### src/fpu_norm_config.svh
// ----------------------------------------
// width settings for the single-precision
// normalizer; include wherever a width is needed
// ----------------------------------------
`ifndef FPU_NORM_CONFIG_SVH
`define FPU_NORM_CONFIG_SVH

// exponent incl. overflow bit
`define FPU_EXP_W 9
// 24x24 product
`define FPU_MAN_IN_W 48
// stored fraction
`define FPU_FRAC_W 23
// integer operand, upper shift part
`define FPU_INT_W 32
// one-hot number class
`define FPU_CLASS_W 10
// nx, uf, of, dz, nv
`define FPU_FLAG_W 5

`endif

### src/fpu_norm_pkg.sv
// ----------------------------------------
// types, FSM states and bit positions shared
// by the normalizer modules
// ----------------------------------------
`include "fpu_norm_config.svh"

package fpu_norm_pkg;

    typedef logic [`FPU_EXP_W-1:0]    exp_t;     // biased exponent / counter
    typedef logic [`FPU_MAN_IN_W-1:0] man_in_t;  // product mantissa
    typedef logic [`FPU_FRAC_W-1:0]   frac_t;
    typedef logic [`FPU_INT_W-1:0]    upper_t;   // integer part of shift reg
    typedef logic [`FPU_CLASS_W-1:0]  fclass_t;
    typedef logic [`FPU_FLAG_W-1:0]   fflags_t;
    typedef logic [2:0]               rmode_t;
    // sign + 8-bit exponent + fraction
    typedef logic [`FPU_EXP_W+`FPU_FRAC_W-1:0] fword_t;

    typedef enum logic [2:0] {
        st_idle, st_prepare_i2f, st_check_i2f, st_prepare_norm,
        st_prepare_shift, st_normalize, st_round, st_finalize
    } norm_state_e;

    // class bits --------------------------
    localparam int CLS_NEG_INF    = 0;
    localparam int CLS_NEG_NORM   = 1;
    localparam int CLS_NEG_DENORM = 2;
    localparam int CLS_NEG_ZERO   = 3;
    localparam int CLS_POS_ZERO   = 4;
    localparam int CLS_POS_DENORM = 5;
    localparam int CLS_POS_NORM   = 6;
    localparam int CLS_POS_INF    = 7;
    localparam int CLS_SNAN       = 8;
    localparam int CLS_QNAN       = 9;

    // flag bits ---------------------------
    localparam int FLG_NX = 0;
    localparam int FLG_UF = 1;
    localparam int FLG_OF = 2;
    localparam int FLG_DZ = 3;
    localparam int FLG_NV = 4;

    localparam fword_t QNAN_WORD = 32'h7fc0_0000;  // canonical quiet nan

endpackage

### src/fpu_norm_ctrl.sv
`timescale 1ns/100ps
// ----------------------------------------
// normalizer control FSM: sequences load,
// shift and round, tracks the exponent and
// its wrap in both directions
// ----------------------------------------
module fpu_norm_ctrl (
    input  logic                  clk_i,
    input  logic                  rstn_i,
    input  logic                  start_i,       // only seen in idle
    input  logic                  funct_i,       // 0 norm+round, 1 int-to-float
    input  logic                  sign_i,
    input  fpu_norm_pkg::exp_t    exponent_i,
    input  fpu_norm_pkg::fclass_t class_i,
    input  fpu_norm_pkg::fflags_t flags_i,
    input  logic                  norm_done_i,   // hidden one in place
    input  logic                  zero_i,        // upper part all zero
    input  logic                  round_en_i,
    output logic                  load_i2f_o,
    output logic                  load_norm_o,
    output logic                  set_dir_o,
    output logic                  shift_en_o,
    output logic                  shift_left_o,  // counting direction
    output logic                  load_round_o,
    output logic                  sign_o,
    output fpu_norm_pkg::exp_t    cnt_o,
    output logic                  cnt_of_o,      // 255 -> 256
    output logic                  cnt_uf_o,      // 0 -> -1
    output fpu_norm_pkg::fclass_t class_o,
    output fpu_norm_pkg::fflags_t flags_o,
    output logic                  rounded_o,     // sticky over both passes
    output logic                  finalize_o
);
    import fpu_norm_pkg::*;

    // integer sits with its binary point after bit 0 of the upper part
    localparam exp_t I2F_EXP = 9'd127;

    norm_state_e state_q;
    logic        norm_r_q;  // second normalization pass
    logic        special;   // skip straight to finalize
    logic        stop;

    assign special = class_o[CLS_SNAN] | class_o[CLS_QNAN] |
                     class_o[CLS_NEG_INF] | class_o[CLS_POS_INF] |
                     class_o[CLS_NEG_ZERO] | class_o[CLS_POS_ZERO] |
                     class_o[CLS_NEG_DENORM] | class_o[CLS_POS_DENORM] |
                     flags_o[FLG_NV] | flags_o[FLG_OF] | flags_o[FLG_UF];
    assign stop    = norm_done_i | cnt_of_o | cnt_uf_o;

    // strobes to the shifter
    assign load_i2f_o   = (state_q == st_prepare_i2f);
    assign load_norm_o  = (state_q == st_prepare_norm);
    assign set_dir_o    = (state_q == st_prepare_shift);
    assign shift_en_o   = (state_q == st_normalize) & ~stop;
    assign load_round_o = (state_q == st_round);
    assign finalize_o   = (state_q == st_finalize);

    always_ff @(posedge clk_i or negedge rstn_i) begin
        if (!rstn_i) begin
            state_q      <= st_idle;
            norm_r_q     <= 1'b0;
            shift_left_o <= 1'b0;
            sign_o       <= 1'b0;
            cnt_o        <= '0;
            cnt_of_o     <= 1'b0;
            cnt_uf_o     <= 1'b0;
            class_o      <= '0;
            flags_o      <= '0;
            rounded_o    <= 1'b0;
        end else begin
            case (state_q)
                st_idle: begin
                    norm_r_q  <= 1'b0;
                    rounded_o <= 1'b0;
                    cnt_of_o  <= 1'b0;
                    cnt_uf_o  <= 1'b0;
                    if (start_i) begin
                        sign_o  <= sign_i;
                        cnt_o   <= funct_i ? I2F_EXP : exponent_i;
                        class_o <= funct_i ? '0 : class_i;  // class set later for i2f
                        flags_o <= flags_i;
                        state_q <= funct_i ? st_prepare_i2f : st_prepare_norm;
                    end
                end
                st_prepare_i2f: begin
                    shift_left_o <= 1'b0;  // integer only shifts right
                    state_q      <= st_check_i2f;
                end
                st_check_i2f: begin
                    if (zero_i) begin
                        class_o[CLS_POS_ZERO] <= 1'b1;  // int zero gives +0
                        state_q               <= st_finalize;
                    end else begin
                        state_q <= st_normalize;
                    end
                end
                st_prepare_norm: state_q <= st_prepare_shift;
                st_prepare_shift: begin
                    shift_left_o <= zero_i;  // below 1.0 -> shift left
                    state_q      <= (special && !norm_r_q) ? st_finalize : st_normalize;
                end
                st_normalize: begin
                    if (stop) begin
                        norm_r_q <= 1'b1;
                        state_q  <= norm_r_q ? st_finalize : st_round;
                    end else if (shift_left_o) begin
                        cnt_o <= cnt_o - 1'b1;
                        if (cnt_o == '0)
                            cnt_uf_o <= 1'b1;
                    end else begin
                        cnt_o <= cnt_o + 1'b1;
                        if (cnt_o == exp_t'(255))
                            cnt_of_o <= 1'b1;
                    end
                end
                st_round: begin
                    rounded_o <= rounded_o | round_en_i;
                    state_q   <= st_prepare_shift;  // carry may need one more shift
                end
                st_finalize: state_q <= st_idle;
                default:     state_q <= st_idle;
            endcase
        end
    end

    a_no_shift_idle: assert property (@(posedge clk_i) disable iff (!rstn_i)
        (state_q == st_idle) |-> !shift_en_o);

endmodule

### src/fpu_norm_shifter.sv
`timescale 1ns/100ps
// ----------------------------------------
// 32+23+3 bit mantissa shift register with
// guard/round/sticky; driven by the control
// strobes, reports normalized and zero
// ----------------------------------------
`include "fpu_norm_config.svh"

module fpu_norm_shifter (
    input  logic                      clk_i,
    input  logic                      rstn_i,
    input  logic                      load_i2f_i,
    input  logic                      load_norm_i,
    input  logic                      set_dir_i,
    input  logic                      shift_en_i,
    input  logic                      shift_left_i,  // ctrl's counting direction
    input  logic                      load_round_i,
    input  fpu_norm_pkg::man_in_t     mantissa_i,    // stable until done
    input  fpu_norm_pkg::upper_t      integer_i,
    input  logic [`FPU_FRAC_W+1:0]    rounded_i,     // carry + hidden + fraction
    output logic                      norm_done_o,
    output logic                      zero_o,
    output logic                      lsb_o,
    output logic                      guard_o,
    output logic                      round_o,
    output logic                      sticky_o,
    output logic                      hidden_o,
    output fpu_norm_pkg::frac_t       frac_o
);
    import fpu_norm_pkg::*;

    upper_t upper_q;   // integer part, hidden one ends in bit 0
    frac_t  lower_q;   // fraction part
    logic   guard_q;
    logic   round_q;
    logic   sticky_q;
    logic   dir_q;     // 1 = shift left

    // direction ----------------------------
    always_ff @(posedge clk_i or negedge rstn_i) begin
        if (!rstn_i)
            dir_q <= 1'b0;
        else if (load_i2f_i)
            dir_q <= 1'b0;
        else if (set_dir_i)
            dir_q <= zero_o;  // value below 1.0
    end

    // datapath -----------------------------
    always_ff @(posedge clk_i) begin
        if (load_i2f_i) begin
            upper_q  <= integer_i;
            lower_q  <= '0;
            guard_q  <= 1'b0;
            round_q  <= 1'b0;
            sticky_q <= 1'b0;
        end else if (load_norm_i) begin
            upper_q  <= upper_t'(mantissa_i[47:46]);  // point after bit 46
            lower_q  <= mantissa_i[45:23];
            guard_q  <= mantissa_i[22];
            round_q  <= mantissa_i[21];
            sticky_q <= |mantissa_i[20:0];
        end else if (load_round_i) begin
            upper_q  <= upper_t'(rounded_i[`FPU_FRAC_W+1:`FPU_FRAC_W]);
            lower_q  <= rounded_i[`FPU_FRAC_W-1:0];
            guard_q  <= 1'b0;
            round_q  <= 1'b0;
            sticky_q <= 1'b0;
        end else if (shift_en_i) begin
            if (dir_q) begin
                {upper_q, lower_q, guard_q, round_q} <=
                    {upper_q[$bits(upper_q)-2:0], lower_q, guard_q, round_q, sticky_q};
            end else begin
                {upper_q, lower_q, guard_q, round_q} <= {1'b0, upper_q, lower_q, guard_q};
                sticky_q <= sticky_q | round_q;  // collect bits falling off
            end
        end
    end

    assign norm_done_o = (upper_q[$bits(upper_q)-1:1] == '0) & upper_q[0];
    assign zero_o      = (upper_q == '0);
    assign hidden_o    = upper_q[0];
    assign frac_o      = lower_q;
    assign lsb_o       = lower_q[0];
    assign guard_o     = guard_q;
    assign round_o     = round_q;
    assign sticky_o    = sticky_q;

    a_sticky_hold: assert property (@(posedge clk_i) disable iff (!rstn_i)
        (shift_en_i && !dir_q && sticky_q) |=> sticky_q);

    // exponent counting in ctrl must follow the actual shift
    a_dir_match: assert property (@(posedge clk_i) disable iff (!rstn_i)
        shift_en_i |-> (dir_q == shift_left_i));

endmodule

### src/fpu_round_unit.sv
`timescale 1ns/100ps
// ----------------------------------------
// rounding decision for the five IEEE modes
// and the 25-bit significand incrementer
// ----------------------------------------
`include "fpu_norm_config.svh"

module fpu_round_unit (
    input  fpu_norm_pkg::rmode_t      rmode_i,
    input  logic                      sign_i,
    input  logic                      lsb_i,
    input  logic                      guard_i,
    input  logic                      round_i,
    input  logic                      sticky_i,
    input  logic                      hidden_i,
    input  fpu_norm_pkg::frac_t       frac_i,
    output logic                      round_en_o,
    output logic [`FPU_FRAC_W+1:0]    rounded_o   // bit 24 catches the carry
);
    logic inexact;  // anything beyond the lsb

    assign inexact = guard_i | round_i | sticky_i;

    always_comb begin
        case (rmode_i)
            3'b000:  round_en_o = guard_i & (round_i | sticky_i | lsb_i);  // ties to even
            3'b001:  round_en_o = 1'b0;                                    // toward zero
            3'b010:  round_en_o = sign_i & inexact;                        // toward -inf
            3'b011:  round_en_o = ~sign_i & inexact;                       // toward +inf
            3'b100:  round_en_o = guard_i;                                 // ties to max mag
            default: round_en_o = 1'b0;                                    // truncate
        endcase
    end

    assign rounded_o = {1'b0, hidden_i, frac_i} + {{(`FPU_FRAC_W+1){1'b0}}, round_en_o};

endmodule

### src/fpu_norm_result.sv
`timescale 1ns/100ps
// ----------------------------------------
// exponent range checks, special-value
// selection and the registered result/flags;
// done follows the finalize pulse by one cycle
// ----------------------------------------
module fpu_norm_result (
    input  logic                  clk_i,
    input  logic                  rstn_i,
    input  logic                  finalize_i,
    input  logic                  sign_i,
    input  fpu_norm_pkg::exp_t    cnt_i,       // final biased exponent
    input  logic                  cnt_of_i,
    input  logic                  cnt_uf_i,
    input  logic                  zero_i,
    input  fpu_norm_pkg::fclass_t class_i,
    input  fpu_norm_pkg::fflags_t flags_i,
    input  logic                  rounded_i,
    input  fpu_norm_pkg::frac_t   frac_i,
    output fpu_norm_pkg::fword_t  result_o,
    output fpu_norm_pkg::fflags_t flags_o,
    output logic                  done_o
);
    import fpu_norm_pkg::*;

    logic    is_nan, is_inf, is_zero, is_denorm;
    logic    uf, of;
    fflags_t flags_nxt;
    fword_t  result_nxt;

    assign is_nan    = class_i[CLS_SNAN] | class_i[CLS_QNAN];
    assign is_inf    = class_i[CLS_NEG_INF] | class_i[CLS_POS_INF];
    assign is_zero   = class_i[CLS_NEG_ZERO] | class_i[CLS_POS_ZERO];
    assign is_denorm = class_i[CLS_NEG_DENORM] | class_i[CLS_POS_DENORM];

    // range checks only for values that went through the shifter
    always_comb begin
        uf = 1'b0;
        of = 1'b0;
        if (!(is_nan | is_inf | is_zero | is_denorm)) begin
            if (cnt_uf_i)
                uf = 1'b1;
            else if (cnt_of_i)
                of = 1'b1;
            else if (cnt_i[7:0] == 8'h00)
                uf = 1'b1;  // would be subnormal, flushed
            else if (cnt_i[7:0] == 8'hff)
                of = 1'b1;
        end
    end

    always_comb begin
        flags_nxt         = flags_i;
        flags_nxt[FLG_UF] = flags_i[FLG_UF] | uf;
        flags_nxt[FLG_OF] = flags_i[FLG_OF] | of;
        flags_nxt[FLG_NV] = flags_i[FLG_NV] | class_i[CLS_SNAN];
        flags_nxt[FLG_NX] = flags_i[FLG_NX] | rounded_i;
    end

    // priority matters here
    always_comb begin
        if (is_nan)
            result_nxt = QNAN_WORD;
        else if (is_inf || flags_nxt[FLG_OF])
            result_nxt = {sign_i, 8'hff, 23'b0};           // signed infinity
        else if (is_zero)
            result_nxt = {class_i[CLS_NEG_ZERO], 31'b0};
        else if (flags_nxt[FLG_UF] || zero_i || is_denorm)
            result_nxt = {sign_i, 31'b0};                  // flush to zero
        else
            result_nxt = {sign_i, cnt_i[7:0], frac_i};
    end

    always_ff @(posedge clk_i or negedge rstn_i) begin
        if (!rstn_i) begin
            done_o   <= 1'b0;
            result_o <= '0;
            flags_o  <= '0;
        end else begin
            done_o <= finalize_i;  // one-cycle pulse
            if (finalize_i) begin
                result_o <= result_nxt;
                flags_o  <= flags_nxt;
            end
        end
    end

endmodule

### src/fpu_normalizer.sv
`timescale 1ns/100ps
// ----------------------------------------
// single-precision normalizer and rounding
// stage; start/done handshake, one op at a time
// ----------------------------------------
`include "fpu_norm_config.svh"

module fpu_normalizer (
    input  logic                  clk_i,
    input  logic                  rstn_i,
    input  logic                  start_i,
    input  fpu_norm_pkg::rmode_t  rmode_i,
    input  logic                  funct_i,     // 1 = int-to-float
    input  logic                  sign_i,
    input  fpu_norm_pkg::exp_t    exponent_i,
    input  fpu_norm_pkg::man_in_t mantissa_i,
    input  fpu_norm_pkg::upper_t  integer_i,
    input  fpu_norm_pkg::fclass_t class_i,
    input  fpu_norm_pkg::fflags_t flags_i,
    output fpu_norm_pkg::fword_t  result_o,
    output fpu_norm_pkg::fflags_t flags_o,
    output logic                  done_o
);
    import fpu_norm_pkg::*;

    // ctrl -> shifter
    logic load_i2f, load_norm, set_dir, shift_en, shift_left, load_round;
    // ctrl -> result
    logic    sign, cnt_of, cnt_uf, rounded, finalize;
    exp_t    cnt;
    fclass_t cls;
    fflags_t flags;
    // shifter -> round/result
    logic  norm_done, zero, lsb, guard, rnd, sticky, hidden;
    frac_t frac;
    // round unit
    logic                   round_en;
    logic [`FPU_FRAC_W+1:0] rounded_man;

    fpu_norm_ctrl u_ctrl (
        .clk_i, .rstn_i, .start_i, .funct_i, .sign_i, .exponent_i, .class_i, .flags_i,
        .norm_done_i(norm_done), .zero_i(zero), .round_en_i(round_en),
        .load_i2f_o(load_i2f), .load_norm_o(load_norm), .set_dir_o(set_dir),
        .shift_en_o(shift_en), .shift_left_o(shift_left), .load_round_o(load_round),
        .sign_o(sign), .cnt_o(cnt), .cnt_of_o(cnt_of), .cnt_uf_o(cnt_uf),
        .class_o(cls), .flags_o(flags), .rounded_o(rounded), .finalize_o(finalize)
    );

    fpu_norm_shifter u_shift (
        .clk_i, .rstn_i, .load_i2f_i(load_i2f), .load_norm_i(load_norm),
        .set_dir_i(set_dir), .shift_en_i(shift_en), .shift_left_i(shift_left),
        .load_round_i(load_round), .mantissa_i, .integer_i, .rounded_i(rounded_man),
        .norm_done_o(norm_done), .zero_o(zero), .lsb_o(lsb), .guard_o(guard),
        .round_o(rnd), .sticky_o(sticky), .hidden_o(hidden), .frac_o(frac)
    );

    fpu_round_unit u_round (
        .rmode_i, .sign_i(sign), .lsb_i(lsb), .guard_i(guard), .round_i(rnd),
        .sticky_i(sticky), .hidden_i(hidden), .frac_i(frac),
        .round_en_o(round_en), .rounded_o(rounded_man)
    );

    fpu_norm_result u_result (
        .clk_i, .rstn_i, .finalize_i(finalize), .sign_i(sign), .cnt_i(cnt),
        .cnt_of_i(cnt_of), .cnt_uf_i(cnt_uf), .zero_i(zero), .class_i(cls),
        .flags_i(flags), .rounded_i(rounded), .frac_i(frac),
        .result_o, .flags_o, .done_o
    );

endmodule

### config.mk
export PLATFORM = sky130hd
export DESIGN_NAME = fpu_normalizer
export DESIGN_NICKNAME = d
export VERILOG_FILES = /design/src/fpu_norm_pkg.sv /design/src/fpu_norm_ctrl.sv /design/src/fpu_norm_shifter.sv /design/src/fpu_round_unit.sv /design/src/fpu_norm_result.sv /design/src/fpu_normalizer.sv
export VERILOG_INCLUDE_DIRS = /design/src /design/src/src
export SDC_FILE = /design/constraint.sdc
export NUM_CORES = 1
export LEC_CHECK = 0
export BUFFER_PORTS_ARGS = -buffer_cell sky130_fd_sc_hd__buf_2
export CAP_MARGIN = 25
export CORE_MARGIN = 3
export CORE_UTILIZATION = 35
export CTS_CLUSTER_DIAMETER = 80
export DETAILED_ROUTE_END_ITERATION = 10
export GPL_TIMING_DRIVEN = 0
export PLACE_DENSITY = 0.54
export SYNTH_ARGS = -nofsm -noshare
export SYNTH_HDL_FRONTEND = slang
export SYNTH_HIERARCHICAL = 1
export SYNTH_SLANG_ARGS = --single-unit
### constraint.sdc
create_clock -name clk_i -period 3.05 [get_ports clk_i]
set_input_delay 0.305 -clock clk_i [delete_from_list [all_inputs] [get_ports clk_i]]
set_output_delay 0.305 -clock clk_i [all_outputs]
set_load 0.01 [all_outputs]
# Word-level counts from Yosys, hierarchy flattened

Cells that the tools add are included.

Multiplexer cells: 65
Bitwise logic cells: 34
Add/sub/neg operators: 3
Equal/unequal tests: 21
Reduce and logical (&&, ||, !) cells: 27

Operators with widths:

| cell                                             | number |
|---|---|
| 2-to-1 mux 32 bit                                | 8 |
| 2-to-1 mux 23 bit                                | 4 |
| 2-to-1 mux 9 bit                                 | 4 |
| zero test 32 bit                                 | 1 |
| 2-to-1 mux 1 bit                                 | 32 |
| zero test 31 bit                                 | 1 |
| 2-to-1 mux 31 bit                                | 1 |
| OR 1 bit                                         | 27 |
| adder 24 x 1 -> 25 bit                           | 1 |
| one-hot mux 3 bit (7 select lines)               | 1 |
| OR reduction 21 bit                              | 1 |
| one-hot mux 9 bit (2 select lines)               | 1 |
| == test 3 bit, second input constant             | 5 |
| == test 3 x 2 -> 1 bit, second input constant    | 4 |
| one-hot mux 1 bit (2 select lines)               | 6 |
| 2-to-1 mux 10 bit                                | 1 |
| inequality test 2 bit, second input constant     | 5 |
| adder 9 x 1 -> 9 bit, second input constant      | 1 |
| == test 9 x 8 -> 1 bit, second input constant    | 1 |
| zero test 9 bit                                  | 1 |
| subtractor 9 x 1 -> 9 bit, second input constant | 1 |
| == test 8 bit, second input constant             | 1 |
| zero test 8 bit                                  | 1 |
| AND reduction 2 bit                              | 4 |
| 19 further kinds                                 | 37 |

Output and inout bits: 38
Register bits after elaboration: 130
Bits of input ports: 112
Word-level logic and storage cells: 170

# Logic depth before layout (Yosys ltp)

Word-level depth: 13
Depth in mapped cells: 13
Gate-level depth less buffers: 13

# Modules after synthesis

Netlist, hierarchy kept.

Modules (own cells, without submodules):

| module           | area an instance (um^2) | sequential area each (um^2) | cells an instance | times used |
|---|---|---|---|---|
| fpu_norm_shifter | 3535.9                  | 1506.4                      | 374               | 1 |
| fpu_norm_ctrl    | 1875.5                  | 825.8                       | 191               | 1 |
| fpu_norm_result  | 1529.0                  | 950.9                       | 131               | 1 |
| fpu_round_unit   | 511.7                   | 0.0                         | 68                | 1 |

# Least setup slack after synthesis

OpenSTA, ideal clock, no wires.

Kind: reg-to-reg
Start point: reg u_shift.upper_q[18]
End point: reg u_shift.upper_q[0] (enable)
Library setup time: 0.407 ns
Slack: 0.244 ns
Arrival time: 2.399 ns
Clock period less this slack: 2.806 ns
Stages on the path, launching flop included: 11
Cell sequence: edfxtp_1 -> nor4_1 -> nand4_1 -> nor3_1 -> nor3_1 -> nand2_2 -> inv_4 -> or3_1 -> buf_2 -> buf_6 -> or2_1

Word-level cells in the longest chain between the ends: 7

Ends and longest elaborated chain:

| what                                | line                   | source |
|---|---|---|
| start: declaration                  | fpu_norm_shifter.sv:32 | `upper_t upper_q;` |
| start signal: assignment            | fpu_norm_shifter.sv:52 | `upper_q <= integer_i;` |
| start signal: assignment            | fpu_norm_shifter.sv:58 | `upper_q <= upper_t'(mantissa_i[47:46]);` |
| start signal: assignment            | fpu_norm_shifter.sv:64 | `` upper_q <= upper_t'(rounded_i[`FPU_FRAC_W+1:`FPU_FRAC_W]); `` |
| zero test 31 bit                    | fpu_norm_shifter.sv:80 | `assign norm_done_o = (upper_q[$bits(upper_q)-1:1] == '0) & upper_q[0];` |
| AND 1 bit                           | fpu_norm_shifter.sv:80 |  |
| net norm_done                       | fpu_normalizer.sv:34   | `logic norm_done, zero, lsb, guard, rnd, sticky, hidden;` |
| OR 1 bit (2 in a row)               | fpu_norm_ctrl.sv:49    | `assign stop = norm_done_i \| cnt_of_o \| cnt_uf_o;` |
| inverter 1 bit                      | fpu_norm_ctrl.sv:55    | `assign shift_en_o = (state_q == st_normalize) & ~stop;` |
| AND 1 bit                           | fpu_norm_ctrl.sv:55    |  |
| net shift_en                        | fpu_normalizer.sv:27   | `logic load_i2f, load_norm, set_dir, shift_en, shift_left, load_round;` |
| nonzero test 4 bit (no source line) | -                      |  |

The timed path passes the listed nets, and every way through them passes these cells.
A chain may end at the register's enable or synchronous reset.

# Worst setup path after layout

Start point: reg u_shift.upper_q[14]
End point: reg u_shift.upper_q[19] (enable)

The elaborated chain is that of the path after synthesis.

==> parameters.txt <==
Parameter                              Value

Clocking
  CTS max path bufs ... 2
  Clock edge transition at the registers on the reported setup and hold paths ... 0.06 ns
  Clock sink total ... 128
  Root buf cell ... sky130_fd_sc_hd__clkbuf_16
  TritonCTS clock tree ... yes
  TritonCTS buffer count ... 17
  H-Tree Depth ... 4
  Worst-Skew Late Latency ... roughly 0.42 ns

Routing
  Number of routed nets with antenna violations ... 0
  Routed len/inst ... ~17 um
  Number of detailed-routing iterations run before antenna repair ... 6
  Routed via count ... 6,308
  Total wire length ... 20,850 um
  Average via count per standard cell ... 5.183
  Iter 0 DRT Violations ... 336
  Residual DRC count ... 0

GRT
  Vias in the first global route ... between 6,000 and 7,000
  All-Layer GR Usage ... 18.52%
  Initial antenna violation count ... 3
  GRT overflow ... 0
  Largest net degree at the start of global routing ... 52
  First-pass GRT wire length ... 33,230 um

Worst setup path
  Worst EP required ... 3.20 ns
  Setup Crit Path Kind ... reg2reg
  Total buffers and inverters traversed by the critical path ... 3
  Largest fanout of any net on the critical path ... 16
  Standard cell with the maximum stage delay on the critical path ... sky130_fd_sc_hd__edfxtp_1
  Max stage delay on crit path ... approximately 0.42 ns
  Worst path cell trace ... nor4_1 -> nand4_1 -> nor3_2 -> nor3_1 -> nand2_2 -> inv_4 -> or3_1 -> buf_2 -> buf_6 -> or2_4
  Category of cells accounting for the largest share of critical-path delay ... simple AND/OR/NAND/NOR gates
  Arr. time, crit path ... 3.04 ns
  Crit. End Element ... register
  Startpoint kind of the worst setup timing path ... register

Timing
  Fin. Hold Viols ... 0
  Transition time at the pin with the least slew margin ... 0.6105 ns
  Max Fclk ... 345.8 MHz
  Worst-case headroom to the max-slew limit ... 59.17%
  Share of the cycle needed by the critical path after routing ... 94.81%
  Clk_skew ... 0.01025 ns
  Period minus WS final ... 2.892 ns
  Number of max-slew violations in the final report ... 0
  Setup violations, final ... 0
  Sum of negative setup slack ... 0 ns

Layout
  Net count of the finished layout ... around 1,100
  Antenna cells ... 0
  Area added between synthesis and finish ... 25.48%
  Leading cell type in the layout, fill and taps excluded ... sky130_fd_sc_hd__buf_2
  Final standard cell area without fillers ... 0.009266 mm^2
  Most frequent cells in the layout ... 160 x sky130_fd_sc_hd__buf_2, 91 x sky130_fd_sc_hd__nand2_1, 70 x sky130_fd_sc_hd__dfrtp_1, 67 x sky130_fd_sc_hd__nor2_1, 54 x sky130_fd_sc_hd__mux2i_1
  Ratio of cells with drive above 1 in the final layout ... 26.82%

Synth
  Cell count after synthesis ... 760
  Number of nets in the synthesized netlist ... 882
  Warning count from the yosys run ... 6
  Post-synthesis instance area ... between 0.007 and 0.008 mm^2
  Per-instance average area after synthesis ... 9.717 um^2

Floorplan
  Floorplan die area ... 0.02288 mm^2
  Top-Level Pins ... 150
  Core outline area ... 0.02049 mm^2
  Total number of placement rows ... 52
  DIE WIDTH ... 151.3 um
  Vert. Die Dim ... approximately 150 um
  Initial standard-cell utilization of the core ... 36.03%

Hold path
  Hold crit path type ... in2reg

Placed design
  Instance area at placement ... 0.008488 mm^2
  HPWL after DPL ... 15,110 um
  Final Wtd Congestion ... slightly above 0.8
  Port Buffer Count ... 147

Outcome
  Result of the run ... finished clean

Power and ir drop
  Total leakage power ... 3.892 nW
  Peak supply drop ... 0.0004319 V
  Pwr Density ... 1047 mW/mm^2

Flow run
  Number of max-cap violations ... 0
per-stage QoR:
stage	hold WS, ns	setup slack [ns]	util (%)	power (W)	instances
final	0.1157	0.1584	45.21	0.009702	1217
after global routing	0.1103	-0.008371	45.21	0.01043	1217
after CTS	0.1068	0.008375	44.86	0.009708	1213
after detailed placement	0.2247	-0.3337	41.42	0.007382	1178
after global placement	0.4866	-0.6117	41.27	0.007324	1177
after floorplan	0.009409	0.2443	-	0.006188	760
layer usage:
| metal | GRT usage [%] | vias up | wire length (um) |
|---|---|---|---|
| met5 | 0 | - | 36 |
| met4 | 5.258 | 6 | 253 |
| met3 | 4.069 | 21 | 915 |
| met2 | 29.34 | 131 | 9742 |
| met1 | 25.49 | 3009 | 9904 |
| li1 | - | 3141 | - |
state kept, by name (all words and copies together), names as in the netlist, 3 cells and up:
signal / cells
u_result/result_o: 32
u_shift/upper_q: 32
u_shift/frac_o: 23
u_ctrl/cnt_o: 9
u_ctrl/class_o: 8
u_ctrl/flags_o: 5
u_result/flags_o: 5
u_ctrl/state_q: 3
final timing paths:
kind / start / endpoint / slack (ns) / cells after the start
setup reg to reg: u_shift/upper_q[14] / u_shift/upper_q[19] / 0.16 / 10
min in group asynchronous: rstn_i / u_result/result_o[3] / 0.33 / 2
hold reg to reg: u_result/result_o[8] / u_result/result_o[8] / 0.50 / 1
hold / removal: class_i[0] / u_ctrl/class_o[0] / 0.12 / 2
setup / recovery: u_shift/upper_q[14] / u_shift/upper_q[19] / 0.16 / 10
max in group asynchronous: rstn_i / u_ctrl/state_q[2] / 2.17 / 3
report_power, final:
group | leakage [nW] | internal (W) | switching, W | total [W]
Sequential | 1.41 | 0.00274 | 0.000928 | 0.00366
Clock | 0.316 | 0.00147 | 0.000767 | 0.00224
Combinational | 2.16 | 0.00171 | 0.00209 | 0.00380
timing repair:
| item | CTS | global route |
|---|---|---|
| gates resized for setup | 7 | 7 |
| pin swaps | 1 | 5 |
| hold buffers | 1 | 0 |
| gates cloned | 1 | 0 |
| hold endpoints to repair | 19 | 0 |
| setup buffers | 1 | 4 |
| endpoints found under the setup margin | 36 | 40 |
area by class of cell:
type | count | area, um^2
buffer | 48 | 319.1
inverter | 35 | 133.9
clock inverter | 7 | 116.4
multi-input combinational | 550 | 3775
sequential | 128 | 3233
tap | 270 | 337.8
clock buffer | 25 | 538.0
fill | 2025 | 11230
timing repair buffer | 154 | 813.3
No activity file was read; power rests on OpenSTA's default activity.
